===== src/verilog/serial_pkg.sv =====
package serial_pkg;

   // one data word as held in the register file and carried by a load
   typedef logic [31:0] word_t;

   // index into the four entry register file
   typedef logic [1:0] reg_addr_t;

   // shift distance taken from the low bits of the second operand
   typedef logic [4:0] shamt_t;

   // load and the single stage ops come first, slt and sll need an init stage
   typedef enum logic [2:0] {
      OP_LOAD = 3'd0,
      OP_ADD  = 3'd1,
      OP_SUB  = 3'd2,
      OP_AND  = 3'd3,
      OP_XOR  = 3'd4,
      OP_SLT  = 3'd5,
      OP_SLL  = 3'd6
   } opcode_t;

   // one command as strobed in by the host
   // imm is only looked at by OP_LOAD, rs1 and rs2 are ignored there
   typedef struct packed {
      opcode_t   op;
      reg_addr_t rd;
      reg_addr_t rs1;
      reg_addr_t rs2;
      word_t     imm;
   } cmd_t;

endpackage


===== src/verilog/serial_state.sv =====
`timescale 1ns/10ps

module serial_state
   import serial_pkg::*;
   #(parameter bit WITH_SHIFT = 1'b1)
   (
   input  logic    i_clk,
   input  logic    i_rst,
   input  logic    i_start,
   input  opcode_t i_op,
   output logic    o_ready,
   output logic    o_cnt_en,
   output logic    o_init,
   output logic    o_cnt0,
   output logic    o_cnt0to4,
   output logic    o_cnt_done,
   output logic    o_rf_wen,
   output logic    o_result_valid
   );

   // upper three bits of the cycle count, the ring holds the lower two one-hot
   logic [2:0] cnt_word;
   logic [3:0] cnt_ring;
   logic       busy;
   // the command register in the top is loaded on the start edge
   // so the opcode is only valid one cycle later
   logic       start_q;
   // one cycle strobe in the gap between the init and run stage
   logic       stage_two_req;
   logic       two_stage_op;

   // slt needs a full pass to compare before anything is written
   // sll needs a pass to fill the shift buffer, unless the shifter is left out
   assign two_stage_op = (i_op == OP_SLT) | (WITH_SHIFT & (i_op == OP_SLL));

   assign o_ready = !busy;

   // cycle 0 is word count zero with the ring on its first bit
   assign o_cnt0 = (cnt_word == 3'd0) & cnt_ring[0];

   // cycles 0 to 3 are the whole first word, cycle 4 is the first bit of the next
   assign o_cnt0to4 = (cnt_word == 3'd0) | ((cnt_word == 3'd1) & cnt_ring[0]);

   // the destination is only written while running, never during init
   assign o_rf_wen = o_cnt_en & !o_init;

   always_ff @(posedge i_clk) begin
      start_q <= i_start;

      // registered, so this is high during cycle 31 of the stage
      o_cnt_done <= o_cnt_en & (cnt_word == 3'd7) & cnt_ring[2];

      // end of init stage kicks off the run stage after one idle cycle
      stage_two_req <= o_cnt_done & o_init;

      // the last write bit lands together with this strobe going high
      o_result_valid <= o_cnt_done & !o_init;

      if (i_start)
         busy <= 1'b1;
      if (o_cnt_done & !o_init)
         busy <= 1'b0;

      if (start_q)
         o_init <= two_stage_op;
      if (o_cnt_done)
         o_init <= 1'b0;

      if (start_q | stage_two_req)
         o_cnt_en <= 1'b1;
      if (o_cnt_done)
         o_cnt_en <= 1'b0;

      // the ring steps every enabled cycle and carries into the word count
      // after 32 steps both are back at their start values
      if (o_cnt_en) begin
         cnt_word <= cnt_word + {2'd0, cnt_ring[3]};
         cnt_ring <= {cnt_ring[2:0], cnt_ring[3]};
      end

      if (i_rst) begin
         start_q        <= 1'b0;
         o_cnt_done     <= 1'b0;
         stage_two_req  <= 1'b0;
         o_result_valid <= 1'b0;
         busy           <= 1'b0;
         o_init         <= 1'b0;
         o_cnt_en       <= 1'b0;
         cnt_word       <= 3'd0;
         cnt_ring       <= 4'b0001;
      end
   end

endmodule


===== src/verilog/serial_regfile.sv =====
`timescale 1ns/10ps

module serial_regfile
   import serial_pkg::*;
   (
   input  logic      i_clk,
   input  logic      i_rst,
   input  logic      i_cnt_en,
   input  logic      i_wen,
   input  reg_addr_t i_rs1,
   input  reg_addr_t i_rs2,
   input  reg_addr_t i_rd,
   input  logic      i_wbit,
   output logic      o_rs1_bit,
   output logic      o_rs2_bit,
   output word_t     o_rd_word
   );

   word_t regs [4];

   // each source register is rotated so that bit 0 is always the current bit
   assign o_rs1_bit = regs[i_rs1][0];
   assign o_rs2_bit = regs[i_rs2][0];

   // full destination word, aligned again one cycle after the last write bit
   assign o_rd_word = regs[i_rd];

   always_ff @(posedge i_clk) begin
      if (i_rst) begin
         for (int i = 0; i < 4; i++)
            regs[i] <= '0;
      end else if (i_cnt_en) begin
         for (int i = 0; i < 4; i++) begin
            // the write shifts the same way as a read rotate, so when rd is also
            // a source the bit read this cycle is still the old one
            if (i_wen && (i_rd == reg_addr_t'(i))) begin
               regs[i] <= {i_wbit, regs[i][31:1]};
            end else if ((i_rs1 == reg_addr_t'(i)) || (i_rs2 == reg_addr_t'(i))) begin
               // rotate once even when rs1 and rs2 name the same register
               regs[i] <= {regs[i][0], regs[i][31:1]};
            end
         end
      end
   end

endmodule


===== src/verilog/serial_alu.sv =====
`timescale 1ns/10ps

module serial_alu
   import serial_pkg::*;
   (
   input  logic    i_clk,
   input  logic    i_rst,
   input  logic    i_cnt_en,
   input  logic    i_cnt0,
   input  opcode_t i_op,
   input  logic    i_a,
   input  logic    i_b,
   output logic    o_bit,
   output logic    o_lt
   );

   // subtract and compare both run a + ~b + 1
   logic b_inv;
   logic b_eff;
   logic c_in;
   logic sum;
   logic c_out;
   logic carry;
   logic lt_q;
   logic lt_next;

   assign b_inv = (i_op == OP_SUB) | (i_op == OP_SLT);
   assign b_eff = i_b ^ b_inv;

   // on cycle 0 the carry in is the +1 of the two's complement, or zero for add
   assign c_in = i_cnt0 ? b_inv : carry;

   assign sum   = i_a ^ b_eff ^ c_in;
   assign c_out = (i_a & b_eff) | (c_in & (i_a ^ b_eff));

   // signed less-than over the bits seen so far, treating this bit as the sign
   // differing signs decide it directly, equal signs leave it to the borrow
   assign lt_next = (i_a ^ i_b) ? i_a : sum;

   always_comb begin
      case (i_op)
         OP_AND:  o_bit = i_a & i_b;
         OP_XOR:  o_bit = i_a ^ i_b;
         default: o_bit = sum;
      endcase
   end

   // after the 32nd enabled cycle lt_q holds the full signed compare
   // it is read on cycle 0 of the next stage, before it is overwritten
   assign o_lt = lt_q;

   always_ff @(posedge i_clk) begin
      if (i_rst) begin
         carry <= 1'b0;
         lt_q  <= 1'b0;
      end else if (i_cnt_en) begin
         carry <= c_out;
         lt_q  <= lt_next;
      end
   end

endmodule


===== src/verilog/serial_bufreg.sv =====
`timescale 1ns/10ps

module serial_bufreg
   import serial_pkg::*;
   #(parameter bit WITH_SHIFT = 1'b1)
   (
   input  logic i_clk,
   input  logic i_rst,
   input  logic i_cnt_en,
   input  logic i_init,
   input  logic i_cnt0to4,
   input  logic i_rs1_bit,
   input  logic i_rs2_bit,
   output logic o_bit
   );

   word_t  data;
   shamt_t shamt;
   logic   shift_done;

   assign shift_done = (shamt == '0);

   // zeros fill the low bits until the shift amount has run out
   // then the buffered rs1 comes out from bit 0 upwards
   assign o_bit = WITH_SHIFT & shift_done & data[0];

   always_ff @(posedge i_clk) begin
      if (i_rst) begin
         data  <= '0;
         shamt <= '0;
      end else if (i_cnt_en) begin
         if (i_init) begin
            // after 32 init cycles rs1 sits aligned in the buffer
            data <= {i_rs1_bit, data[31:1]};
            // five shifts leave rs2 bits 4 to 0 in place
            if (i_cnt0to4)
               shamt <= {i_rs2_bit, shamt[4:1]};
         end else if (!shift_done) begin
            shamt <= shamt - 1'b1;
         end else begin
            data <= {1'b0, data[31:1]};
         end
      end
   end

endmodule


===== src/verilog/serial_exec_top.sv =====
`timescale 1ns/10ps

module serial_exec_top
   import serial_pkg::*;
   #(parameter bit WITH_SHIFT = 1'b1)
   (
   input  logic      i_clk,
   input  logic      i_rst,
   input  logic      i_cmd_valid,
   input  cmd_t      i_cmd,
   output logic      o_ready,
   output logic      o_result_valid,
   output reg_addr_t o_result_addr,
   output word_t     o_result
   );

   cmd_t cmd_q;
   logic start;
   logic cnt_en;
   logic init;
   logic cnt0;
   logic cnt0to4;
   logic rf_wen;
   logic rs1_bit;
   logic rs2_bit;
   logic alu_bit;
   logic lt_flag;
   logic sh_bit;
   logic wbit;

   // a strobe while busy is simply dropped
   assign start = i_cmd_valid & o_ready;

   always_ff @(posedge i_clk) begin
      if (i_rst) begin
         cmd_q <= '0;
      end else if (start) begin
         cmd_q <= i_cmd;
      end else if (rf_wen) begin
         // the constant is walked down so bit 0 is the bit for this cycle
         cmd_q.imm <= {1'b0, cmd_q.imm[31:1]};
      end
   end

   // write source for the destination register
   always_comb begin
      case (cmd_q.op)
         OP_LOAD: wbit = cmd_q.imm[0];
         // result is 0 or 1, so only the first bit can be set
         OP_SLT:  wbit = cnt0 & lt_flag;
         OP_SLL:  wbit = sh_bit;
         default: wbit = alu_bit;
      endcase
   end

   assign o_result_addr = cmd_q.rd;

   serial_state #(
      .WITH_SHIFT (WITH_SHIFT)
   ) u_state (
      .i_clk          (i_clk),
      .i_rst          (i_rst),
      .i_start        (start),
      .i_op           (cmd_q.op),
      .o_ready        (o_ready),
      .o_cnt_en       (cnt_en),
      .o_init         (init),
      .o_cnt0         (cnt0),
      .o_cnt0to4      (cnt0to4),
      .o_cnt_done     (),
      .o_rf_wen       (rf_wen),
      .o_result_valid (o_result_valid)
   );

   serial_regfile u_regfile (
      .i_clk     (i_clk),
      .i_rst     (i_rst),
      .i_cnt_en  (cnt_en),
      .i_wen     (rf_wen),
      .i_rs1     (cmd_q.rs1),
      .i_rs2     (cmd_q.rs2),
      .i_rd      (cmd_q.rd),
      .i_wbit    (wbit),
      .o_rs1_bit (rs1_bit),
      .o_rs2_bit (rs2_bit),
      .o_rd_word (o_result)
   );

   serial_alu u_alu (
      .i_clk    (i_clk),
      .i_rst    (i_rst),
      .i_cnt_en (cnt_en),
      .i_cnt0   (cnt0),
      .i_op     (cmd_q.op),
      .i_a      (rs1_bit),
      .i_b      (rs2_bit),
      .o_bit    (alu_bit),
      .o_lt     (lt_flag)
   );

   serial_bufreg #(
      .WITH_SHIFT (WITH_SHIFT)
   ) u_bufreg (
      .i_clk     (i_clk),
      .i_rst     (i_rst),
      .i_cnt_en  (cnt_en),
      .i_init    (init),
      .i_cnt0to4 (cnt0to4),
      .i_rs1_bit (rs1_bit),
      .i_rs2_bit (rs2_bit),
      .o_bit     (sh_bit)
   );

endmodule


===== config.mk =====
export PLATFORM = sky130hd
export DESIGN_NAME = serial_exec_top
export DESIGN_NICKNAME = d
export VERILOG_FILES = /design/src/verilog/serial_pkg.sv /design/src/verilog/serial_state.sv /design/src/verilog/serial_regfile.sv /design/src/verilog/serial_alu.sv /design/src/verilog/serial_bufreg.sv /design/src/verilog/serial_exec_top.sv
export SDC_FILE = /design/constraint.sdc
export NUM_CORES = 1
export LEC_CHECK = 0
export ABC_AREA = 1
export BUFFER_PORTS_ARGS = -buffer_cell sky130_fd_sc_hd__buf_2
export CORE_MARGIN = 2
export CORE_UTILIZATION = 60
export CTS_CLUSTER_DIAMETER = 40
export CTS_CLUSTER_SIZE = 8
export DETAILED_ROUTE_END_ITERATION = 10
export GPL_ROUTABILITY_DRIVEN = 0
export GPL_TIMING_DRIVEN = 0
export PLACE_DENSITY = 0.8
export SKIP_LAST_GASP = 1
export SLEW_MARGIN = 0
export SYNTH_ARGS = -nofsm -noshare
export SYNTH_HDL_FRONTEND = slang
export SYNTH_SLANG_ARGS = --single-unit

===== constraint.sdc =====
create_clock -name i_clk -period 2.8 [get_ports i_clk]
set_clock_uncertainty 0.2 [all_clocks]
set_input_delay 0.14 -clock i_clk [delete_from_list [all_inputs] [get_ports i_clk]]
set_output_delay 0.14 -clock i_clk [all_outputs]
set_load 0.05 [all_outputs]

==> qor.yml, run 1 <==
final_layout:
  area_growth_pct: 21.6
  fin_nets: 1380
  final_cells: 1567
  drive_gt1_share_pct: 13.7
  n_antenna_cell: 0
  final_area_mm2: 0.0123
  final_common_cell: "nor2_1"
  nFillCells: 1130
  final_cell_mix: "nor2_1 (220), inv_1 (165), nand2_1 (149)"
run_status:
  outcome: "completed"
sta:
  grt_setup_unrepaired: "false"
  fin_crit_ns: 2.62
  whs_ns: 0.0511
  finalHoldViolations: 0
  report.final.slew_viol_count: 0
  finalSetupViolations: 0
  max-slew-margin-rel_pct: 37.8
  tightest_slew_ns: 0.931
  post-route-period-util_pct: 93.5
  max_freq_mhz: 382
setup_path:
  crit_family: "buffers and inverters"
  critPathMaxFanout: 32
  start_kind: "input port"
  critical_path_required_ns: 2.54
  critPathMaxStageDelay_ns: 0.78
  crit_path_end_kind: "flop"
  cp_slowest_cell: "nand3_2"
  cp_cell_sequence: "dlygate4sd3_1 -> buf_2 -> inv_1 -> buf_2 -> buf_2 -> nand3_2"
  critPathBufInv: 5
  crit_top_cell: "buf_2"
  critical_path_class: "input port to flop"
  cp.arrival_ns: 2.36
synthesis:
  netlist_instances: 1169
  synth_warnings: 0
  syn-num-nets: 1219
  syn_area_mm2: 0.0101
  yosys_register_bits: 228
  synthArstFlopShare_pct: 0
  ys_seq_area_share_pct: 57.8
  syn_area_per_cell_um2: 8.65
  ys_types: 37
  yosys_most_used_dff: "edfxtp_1"
  synth_edf_count: 128
detailed_routing:
  antenna_left: 0
  vias_per_cell: 5.44
  wirelength_mm: 24.5
  dr_total_vias: 8519
  drt_pass1_iterations: 5
  wire_per_inst_um: 15.7
  drt_iter0_markers: 662
  drc: 0
power_and_ir_drop:
  pwr_density_cell_mw_per_mm2: 747
  total_power_w: 0.00918
  p_leak_nw: 5.24
  ir_worst_vdd_mv: 0.532
floorplanning:
  die_w_um: 134
  rows: 47
  coreArea_mm2: 0.0165
  start_util_pct: 61.2
  die_h_um: 134
  die-area_mm2: 0.0179
  io_pins: 80
grt:
  antenna_found_initial: 0
  gr-total-overflow: 0
  grt_pass1_vias: 8463
  grt_start_max_net_pins: 33
  grt_util_all_layers_pct: 27.9
  grt_pass1_wl_mm: 40.0
clocking:
  clockBufferDepth: 3
  cts_tree: "yes"
  cts_root_buf: "clkbuf_16"
  clk_pin_slew_ns: 0.04
  clock_latency_ns: 0.49
  clkSinkCount: 228
  htree_levels: 2
  cts_buffers: 36
placed_design:
  dpl.cell_count: 1468
  dpl_cell_area_mm2: 0.0108
  dp_hpwl_mm: 15.3
  io_buffers: 78
hold_path:
  hold_class: "input port to flop"
job:
  drv_cap: 0
==> where the power goes <==
group	internal, W	switching [W]
sequential	0.00378	0.000126
combinational	0.000413	0.000973
clock	0.00250	0.00139
==> flip-flops by register name, indices dropped and copies added (netlist names), 2 cells and up, named ones only <==
name / cells
o_result_addr: 2
cmd_q: 39
u_bufreg.data: 32
u_bufreg.shamt: 5
u_state.cnt_ring: 4
u_state.cnt_word: 3
u_regfile.regs: 128
==> cells by family (layout without fill, tap and decap cells) <==
group,count (synthesis),in the layout,synth area share [%]
simple gates,425,425,16.9
fa+ha+maj,6,6,0.817
compound gates,266,266,13.7
flops,228,228,57.8
xor+xnor,2,2,0.173
buf+inv,241,419,10.5
mux,1,1,0.111
==> per-stage QoR <==
step | worst slack (ns) | util, % | TNS, ns
floorplan | 0.403 | - | 0
global placement | -0.317 | 65.2 | -18.03
detailed placement | -0.149 | 65.4 | -7.35
CTS | 0.145 | 74.4 | 0
global route | 0.0191 | 74.4 | 0
finish | 0.183 | 74.4 | 0
==> final timing paths <==
check | startpoint | endpoint | slack, ns | cells past startpoint
min reg2reg | u_state.o_cnt_done | u_state.stage_two_req | 0.27 | 2
min | i_cmd_valid | cmd_q[20] | 0.05 | 5
max reg2reg | u_regfile.regs[2][0] | u_regfile.regs[3][31] | 0.20 | 9
max | i_rst | u_regfile.regs[3][11] | 0.18 | 6
==> cell usage after synthesis, types with 2 or more instances <==
cell / number / share of area (%)
a21oi_1: 126 / 6.2
a221oi_1: 3 / 0.26
a22oi_1: 2 / 0.15
a31oi_1: 17 / 1.1
buf_2: 18 / 0.89
buf_4: 7 / 0.52
buf_6: 13 / 1.4
clkbuf_1: 29 / 1.1
clkinv_1: 2 / 0.074
dfxtp_1: 100 / 20
edfxtp_1: 128 / 38
ha_1: 5 / 0.62
inv_1: 165 / 6.1
inv_2: 5 / 0.19
nand2_1: 151 / 5.6
nand3_1: 28 / 1.4
nand4_1: 3 / 0.19
nor2_1: 220 / 8.2
nor2_2: 10 / 0.62
nor3_1: 6 / 0.30
o21ai_0: 111 / 5.5
o22ai_1: 4 / 0.25
xor2_1: 2 / 0.17
==> cell type report <==
type / count / area [um2] / share of cell area [%]
plain buffers: 66 / 394 / 3.21
clock buffers: 50 / 985 / 8.01
clock inverters: 5 / 48.8 / 0.397
inverters: 174 / 661 / 5.37
multi-input cells: 700 / 3220 / 26.2
flip-flops and latches: 228 / 5850 / 47.6
well taps: 220 / 275 / 2.24
repair buffers: 124 / 868 / 7.06
==> per-layer routing <==
metal / track usage (%) / wire length, um / vias up
met5: 0 / 0 / -
met4: 10.9 / 720 / 0
met3: 4.50 / 1630 / 67
met2: 49.6 / 12300 / 362
met1: 34.1 / 9870 / 3974
li1: - / - / 4116
==> worst reg2reg max path, delay by kind of cell, from the launching register on <==
kind / cells / cell delay, ns
AND/OR/NAND/NOR: 6 / 0.50
flip-flops: 1 / 0.41
AO/OA/AOI/OAI: 2 / 0.69
adder cells (fa/ha/maj): 1 / 0.54
==> what timing repair did <==
item / 4_1_cts / 5_1_grt
resized for setup: 2 / 1
setup buffers: 0 / 0
endpoints found under the hold margin: 49 / 0
hold buffers: 45 / 0
setup endpoints to repair: 64 / 8
pin swaps: 0 / 0
Power figures use the tool's default switching activity.
==> run 2, diff against run 1 <==
==> constraint.sdc (replaced) <==
create_clock -name i_clk -period 2.8 [get_ports i_clk]
set_clock_uncertainty 0.2 [all_clocks]
set_input_delay 0.42 -clock i_clk [delete_from_list [all_inputs] [get_ports i_clk]]
set_output_delay 0.42 -clock i_clk [all_outputs]
set_load 0.05 [all_outputs]
==> qor.yml, run 2 (synthesized netlist as in run 1, its figures left out) <==
clocking:
  clk_pin_slew_ns: 0.05  # about the same
  cts_buffers: 36  # unchanged
  clockBufferDepth: 3  # unchanged
  cts_root_buf: "clkbuf_16"
  htree_levels: 2  # unchanged
  postCtsSetupRepairBufs: 0  # unchanged
  cts_tree: "yes"
  clkSinkCount: 228  # unchanged
  clock_latency_ns: 0.49  # about the same
sta:
  max-slew-margin-rel_pct: 37.3  # -0.56 points
  max_freq_mhz: 368  # -3.6%
  fin_crit_ns: 2.72  # +0.0984 ns
  report.final.slew_viol_count: 0  # unchanged
  post-route-period-util_pct: 97.0  # +3.5 points
  grt_setup_unrepaired: "false"
  tightest_slew_ns: 0.940  # +0.00833 ns
  finalSetupViolations: 0  # unchanged
  worst_slack_ns: 0.0849  # -0.0984 ns
  finalHoldViolations: 0  # unchanged
power_and_ir_drop:
  pwr_density_cell_mw_per_mm2: 765  # +2.5%
  p_leak_nw: 5.08  # -3.1%
  ir_worst_vdd_mv: 0.538  # +1.0%
  total_power_w: 0.00911  # -0.78%
grt:
  grt_pass1_vias: 7900  # -6.7%
  antenna_found_initial: 0  # unchanged
  grt_start_max_net_pins: 33  # unchanged
  grt_util_all_layers_pct: 26.0  # -1.9 points
  grt_pass1_wl_mm: 37.4  # -6.5%
  gr-total-overflow: 0  # unchanged
floorplanning:
  coreArea_mm2: 0.0165  # unchanged
  die-area_mm2: 0.0179  # unchanged
  start_util_pct: 61.2  # unchanged
  die_h_um: 134  # unchanged
  io_pins: 80  # unchanged
  rows: 47  # unchanged
  die_w_um: 134  # unchanged
final_layout:
  fin_nets: 1339  # -3.0%
  final_cell_mix: "nor2_1 (220), inv_1 (165), nand2_1 (149)"
  area_growth_pct: 17.7
  utilization_pct: 72.0  # -2.4 points
  regMostFlops: "u_regfile.regs"
  largestRegisters: "u_regfile.regs x128, cmd_q x39, u_bufreg.data x32"
  final_area_mm2: 0.0119  # -3.2%
  n_antenna_cell: 0  # unchanged
  final_common_cell: "nor2_1"
  nFillCells: 1228  # +8.7%
  drive_gt1_share_pct: 14.6  # +0.89 points
  largest_register_ffs: 128  # unchanged
setup_path:
  critical_path_class: "flop to primary output"
  cp.arrival_ns: 2.10  # -0.26 ns
  critPathMaxFanout: 10  # -69%
  reg2reg_depth: 9  # unchanged
  crit_path_end_kind: "primary output"
  r2r_end: "u_regfile.regs[3][31]"
  timing.rr.start: "u_regfile.regs[2][0]"
  start_kind: "flop"
  critical_path_required_ns: 2.18  # -0.36 ns
  rrSetupSlack_ns: 0.20  # about the same
detailed_routing:
  antenna_left: 0  # unchanged
  drc: 0  # unchanged
  wirelength_mm: 23.0  # -6.5%
  wire_per_inst_um: 15.0  # -4.0%
  drt_pass1_iterations: 5  # unchanged
  dr_total_vias: 8181  # -4.0%
  vias_per_cell: 5.36  # -1.4%
  drt_iter0_markers: 675  # +2.0%
placed_design:
  io_buffers: 78  # unchanged
  place_ws_ns: -0.282  # -0.133 ns
  dpl_cell_area_mm2: 0.0108  # unchanged
  dp_hpwl_mm: 15.3  # unchanged
hold_path:
  hold_depth: 3  # -2
  holdPathEnd: "cmd_q[23]"
  hp-start: "i_cmd[23]"
  hold_class: "input port to flop"
job:
  drv_cap: 0  # unchanged
run_status:
  outcome: "completed"
[run 2: cell count changes in the layout (fill, tap and decap cells not counted), sizes merged]
cell         delta
buf             -2
clkbuf          +2
clkinv          -1
clkinvlp        +1
dlygate4sd3    -41
[run 2: stage by stage]
stage	hold slack [ns]	setup TNS [ns]	std cells
after global placement	0.248	-40.62	1467
after floorplan	0.235	0	1169
after global routing	0.0217	0	1526
after CTS	0.00458	0	1526
final	0.0120	0	1526
after detailed placement	0.257	-17.85	1468
[run 2: area by class of cell]
| type | instances | area, um2 | area share (%) |
|---|---|---|---|
| inverters | 174 | 664 | 5.58 |
| repair buffers | 83 | 460 | 3.87 |
| clock buffers | 50 | 985 | 8.28 |
| plain buffers | 66 | 402 | 3.38 |
| well taps | 220 | 275 | 2.31 |
| flip-flops and latches | 228 | 5850 | 49.1 |
| clock inverters | 5 | 48.8 | 0.410 |
| multi-input cells | 700 | 3220 | 27.0 |
[run 2: routing by layer]
metal / wire (um) / global-route usage (%) / part of all wire (%)
met1: 9800 / 33.1 / 43
met2: 11400 / 45.9 / 50
met4: 447 / 8.04 / 1.9
met3: 1290 / 3.82 / 5.6
met5: 0 / 0 / 0
[run 2: how the worst max path moves through the flow]
stage	startpoint	end	slack (ns)	cells after the start
5_1_grt	u_regfile.regs[2][0]	u_regfile.regs[3][31]	0.02	9
6_report	flop	o_result[4]	0.08	6
2_1_floorplan	i_rst	u_regfile.regs[3][0]	0.29	5
4_1_cts	flop	o_result[9]	0.003	6
3_3_place_gp	i_rst	u_regfile.regs[3][16]	-0.60	5
3_5_place_dp	i_rst	u_regfile.regs[0][11]	-0.28	8
[run 2: power by group]
group / total, W / internal (W) / switching (W)
sequential: 0.00390 / 0.00378 / 0.000124
combinational: 0.00133 / 0.000377 / 0.000949
clock: 0.00388 / 0.00250 / 0.00138
total: 0.00911 / 0.00666 / 0.00245
[run 2: repair_timing]
item                                   CTS  global route
endpoints found under the hold margin    4             0
setup endpoints to repair               94            36
hold buffers                             4             0
resized for setup                        3            11
[run 2: worst max-delay path, stage by stage (launching register included)]
cell	delay, ns
dfxtp_2	0.42
inv_1	0.13
clkbuf_1	0.23
o21ai_0	0.21
a21oi_1	0.07
a21oi_1	0.23
buf_2	0.31
==> run 3, diff against run 2 <==
--- a/config.mk
+++ b/config.mk
@@ -7,7 +7,6 @@
 export LEC_CHECK = 0
 export ABC_AREA = 1
 export BUFFER_PORTS_ARGS = -buffer_cell sky130_fd_sc_hd__buf_2
-export CORE_MARGIN = 2
 export CORE_UTILIZATION = 60
 export CTS_CLUSTER_DIAMETER = 40
 export CTS_CLUSTER_SIZE = 8
==> qor.yml, run 3 (synthesized netlist as in run 1, its figures left out) <==
setup_path:
  critPathMaxStageDelay_ns: 0.34  # -0.08 ns
  cp_cell_sequence: "clkinv_1 -> clkbuf_1 -> o21ai_0 -> a21oi_1 -> a21oi_1 -> clkbuf_4"
  crit_top_cell: "a21oi_1"
  critical_path_class: "flop to primary output"
  start_kind: "flop"
  crit_path_end_kind: "primary output"
  critPathMaxFanout: 10  # unchanged
  cp_slowest_cell: "dfxtp_1"
  crit_family: "buffers and inverters"
  critical_path_required_ns: 2.18  # about the same
  critPathBufInv: 3  # unchanged
  cp.arrival_ns: 2.14  # +0.04 ns
final_layout:
  largestRegisters: "u_regfile.regs x128, cmd_q x39, u_bufreg.data x32"
  regMostFlops: "u_regfile.regs"
  fin_nets: 1352  # +0.97%
  nFillCells: 1223  # -0.41%
  final_area_mm2: 0.0120  # +0.85%
  drive_gt1_share_pct: 14.2  # -0.42 points
  final_cell_mix: "nor2_1 (220), inv_1 (165), nand2_1 (148)"
  utilization_pct: 72.6  # +0.61 points
  n_antenna_cell: 0  # unchanged
  final_common_cell: "nor2_1"
  multi_input_area_mm2: 0.00322  # +0.19%
  largest_register_ffs: 128  # unchanged
  seq_area_mm2: 0.00585  # unchanged
  area_growth_pct: 18.7
  final_cells: 1536  # +0.66%
detailed_routing:
  drt_pass1_iterations: 6  # +1
  wire_per_inst_um: 15.1  # +0.68%
  drc: 0  # unchanged
  wirelength_mm: 23.3  # +1.3%
  vias_per_cell: 5.42  # +1.0%
  dr_total_vias: 8318  # +1.7%
  drt_iter0_markers: 714  # +5.8%
  antenna_left: 0  # unchanged
power_and_ir_drop:
  pwr_density_cell_mw_per_mm2: 751  # -1.9%
  ir_worst_vdd_mv: 0.490  # -8.8%
  p_leak_nw: 5.11  # +0.60%
  total_power_w: 0.00901  # -1.1%
floorplanning:
  die_h_um: 132  # -1.5%
  io_pins: 80  # unchanged
  coreArea_mm2: 0.0165  # unchanged
  rows: 47  # unchanged
  die-area_mm2: 0.0174  # -3.0%
  start_util_pct: 61.2  # unchanged
  die_w_um: 132  # -1.5%
grt:
  grt_util_all_layers_pct: 27.3  # +1.3 points
  gr-total-overflow: 0  # unchanged
  antenna_found_initial: 0  # unchanged
  grt_pass1_wl_mm: 38.1  # +1.9%
  grt_start_max_net_pins: 33  # unchanged
  grt_pass1_vias: 8016  # +1.5%
sta:
  max_freq_mhz: 363  # -1.5%
  tightest_slew_ns: 0.938  # -0.00207 ns
  finalHoldViolations: 0  # unchanged
  grt_setup_unrepaired: "true"
  post-route-period-util_pct: 98.4  # +1.5 points
  worst_slack_ns: 0.0438  # -0.0411 ns
  fin_crit_ns: 2.76  # +0.0411 ns
  report.final.slew_viol_count: 0  # unchanged
  finalSetupViolations: 0  # unchanged
  max-slew-margin-rel_pct: 37.4  # +0.14 points
run_status:
  outcome: "completed"
clocking:
  htree_levels: 2  # unchanged
  clockBufferDepth: 3  # unchanged
  cts_root_buf: "clkbuf_16"
  clock_latency_ns: 0.50  # about the same
  cts_buffers: 35  # -2.8%
  clk_pin_slew_ns: 0.05  # about the same
  clkSinkCount: 228  # unchanged
  cts_tree: "yes"
placed_design:
  dpl_cell_area_mm2: 0.0108  # unchanged
  place_ws_ns: -0.272  # +0.00971 ns
  io_buffers: 78  # unchanged
  dp_hpwl_mm: 15.1  # -1.2%
  dpl.cell_count: 1468  # unchanged
job:
  drv_cap: 0  # unchanged
hold_path:
  hold_class: "input port to flop"
==> run 3: layout make-up <==
cell class	count	area share [%]
tap	220	2.29
multi-input combinational	700	26.9
buffer	66	3.34
clock buffer	49	8.09
inverter	174	5.51
timing repair buffer	97	5.09
clock inverter	2	0.104
sequential	228	48.7
==> run 3: metrics by stage <==
stage	TNS, ns	hold slack, ns
2_1_floorplan	0	0.235
3_3_place_gp	-41.12	0.249
4_1_cts	-0.0715	0.00272
3_5_place_dp	-15.05	0.252
6_report	0	0.0179
5_1_grt	-0.0611	0.0184
==> run 3: worst min-delay path, cell delays in order <==
cell and delay (ns):
buf_2 0.09, o21ai_0 0.07, a21oi_1 0.10
==> run 3: final timing paths <==
kind                             start                     to  slack (ns)  cells past startpoint
setup / recovery                  flop            o_result[2]        0.04                      6
hold / removal               i_cmd[38]              cmd_q[38]        0.02                      3
setup reg to reg  u_regfile.regs[1][0]  u_regfile.regs[3][31]        0.20                     10
hold reg to reg              cmd_q[13]              cmd_q[13]        0.27                      2
==> run 3: power breakdown <==
part           leakage, nW  total, W  switching (W)  internal (W)
clock                0.476   0.00376        0.00139       0.00237
combinational         2.48   0.00135       0.000956      0.000395
sequential            2.15   0.00390       0.000123       0.00378
==> run 3: routing by layer <==
layer	global-route usage [%]	wire length [um]
met1	35.0	9650
met2	47.1	11400
met3	4.58	1640
met4	9.17	560
met5	0	0
==> run 3: repair_timing <==
item                                    in CTS  in global routing
hold buffers                                18                  0
buffers inserted                             0                  0
endpoints found under the hold margin       18                  0
pin swaps                                    0                  0
endpoints found under the setup margin      96                 47
gates resized for setup                      8                  9
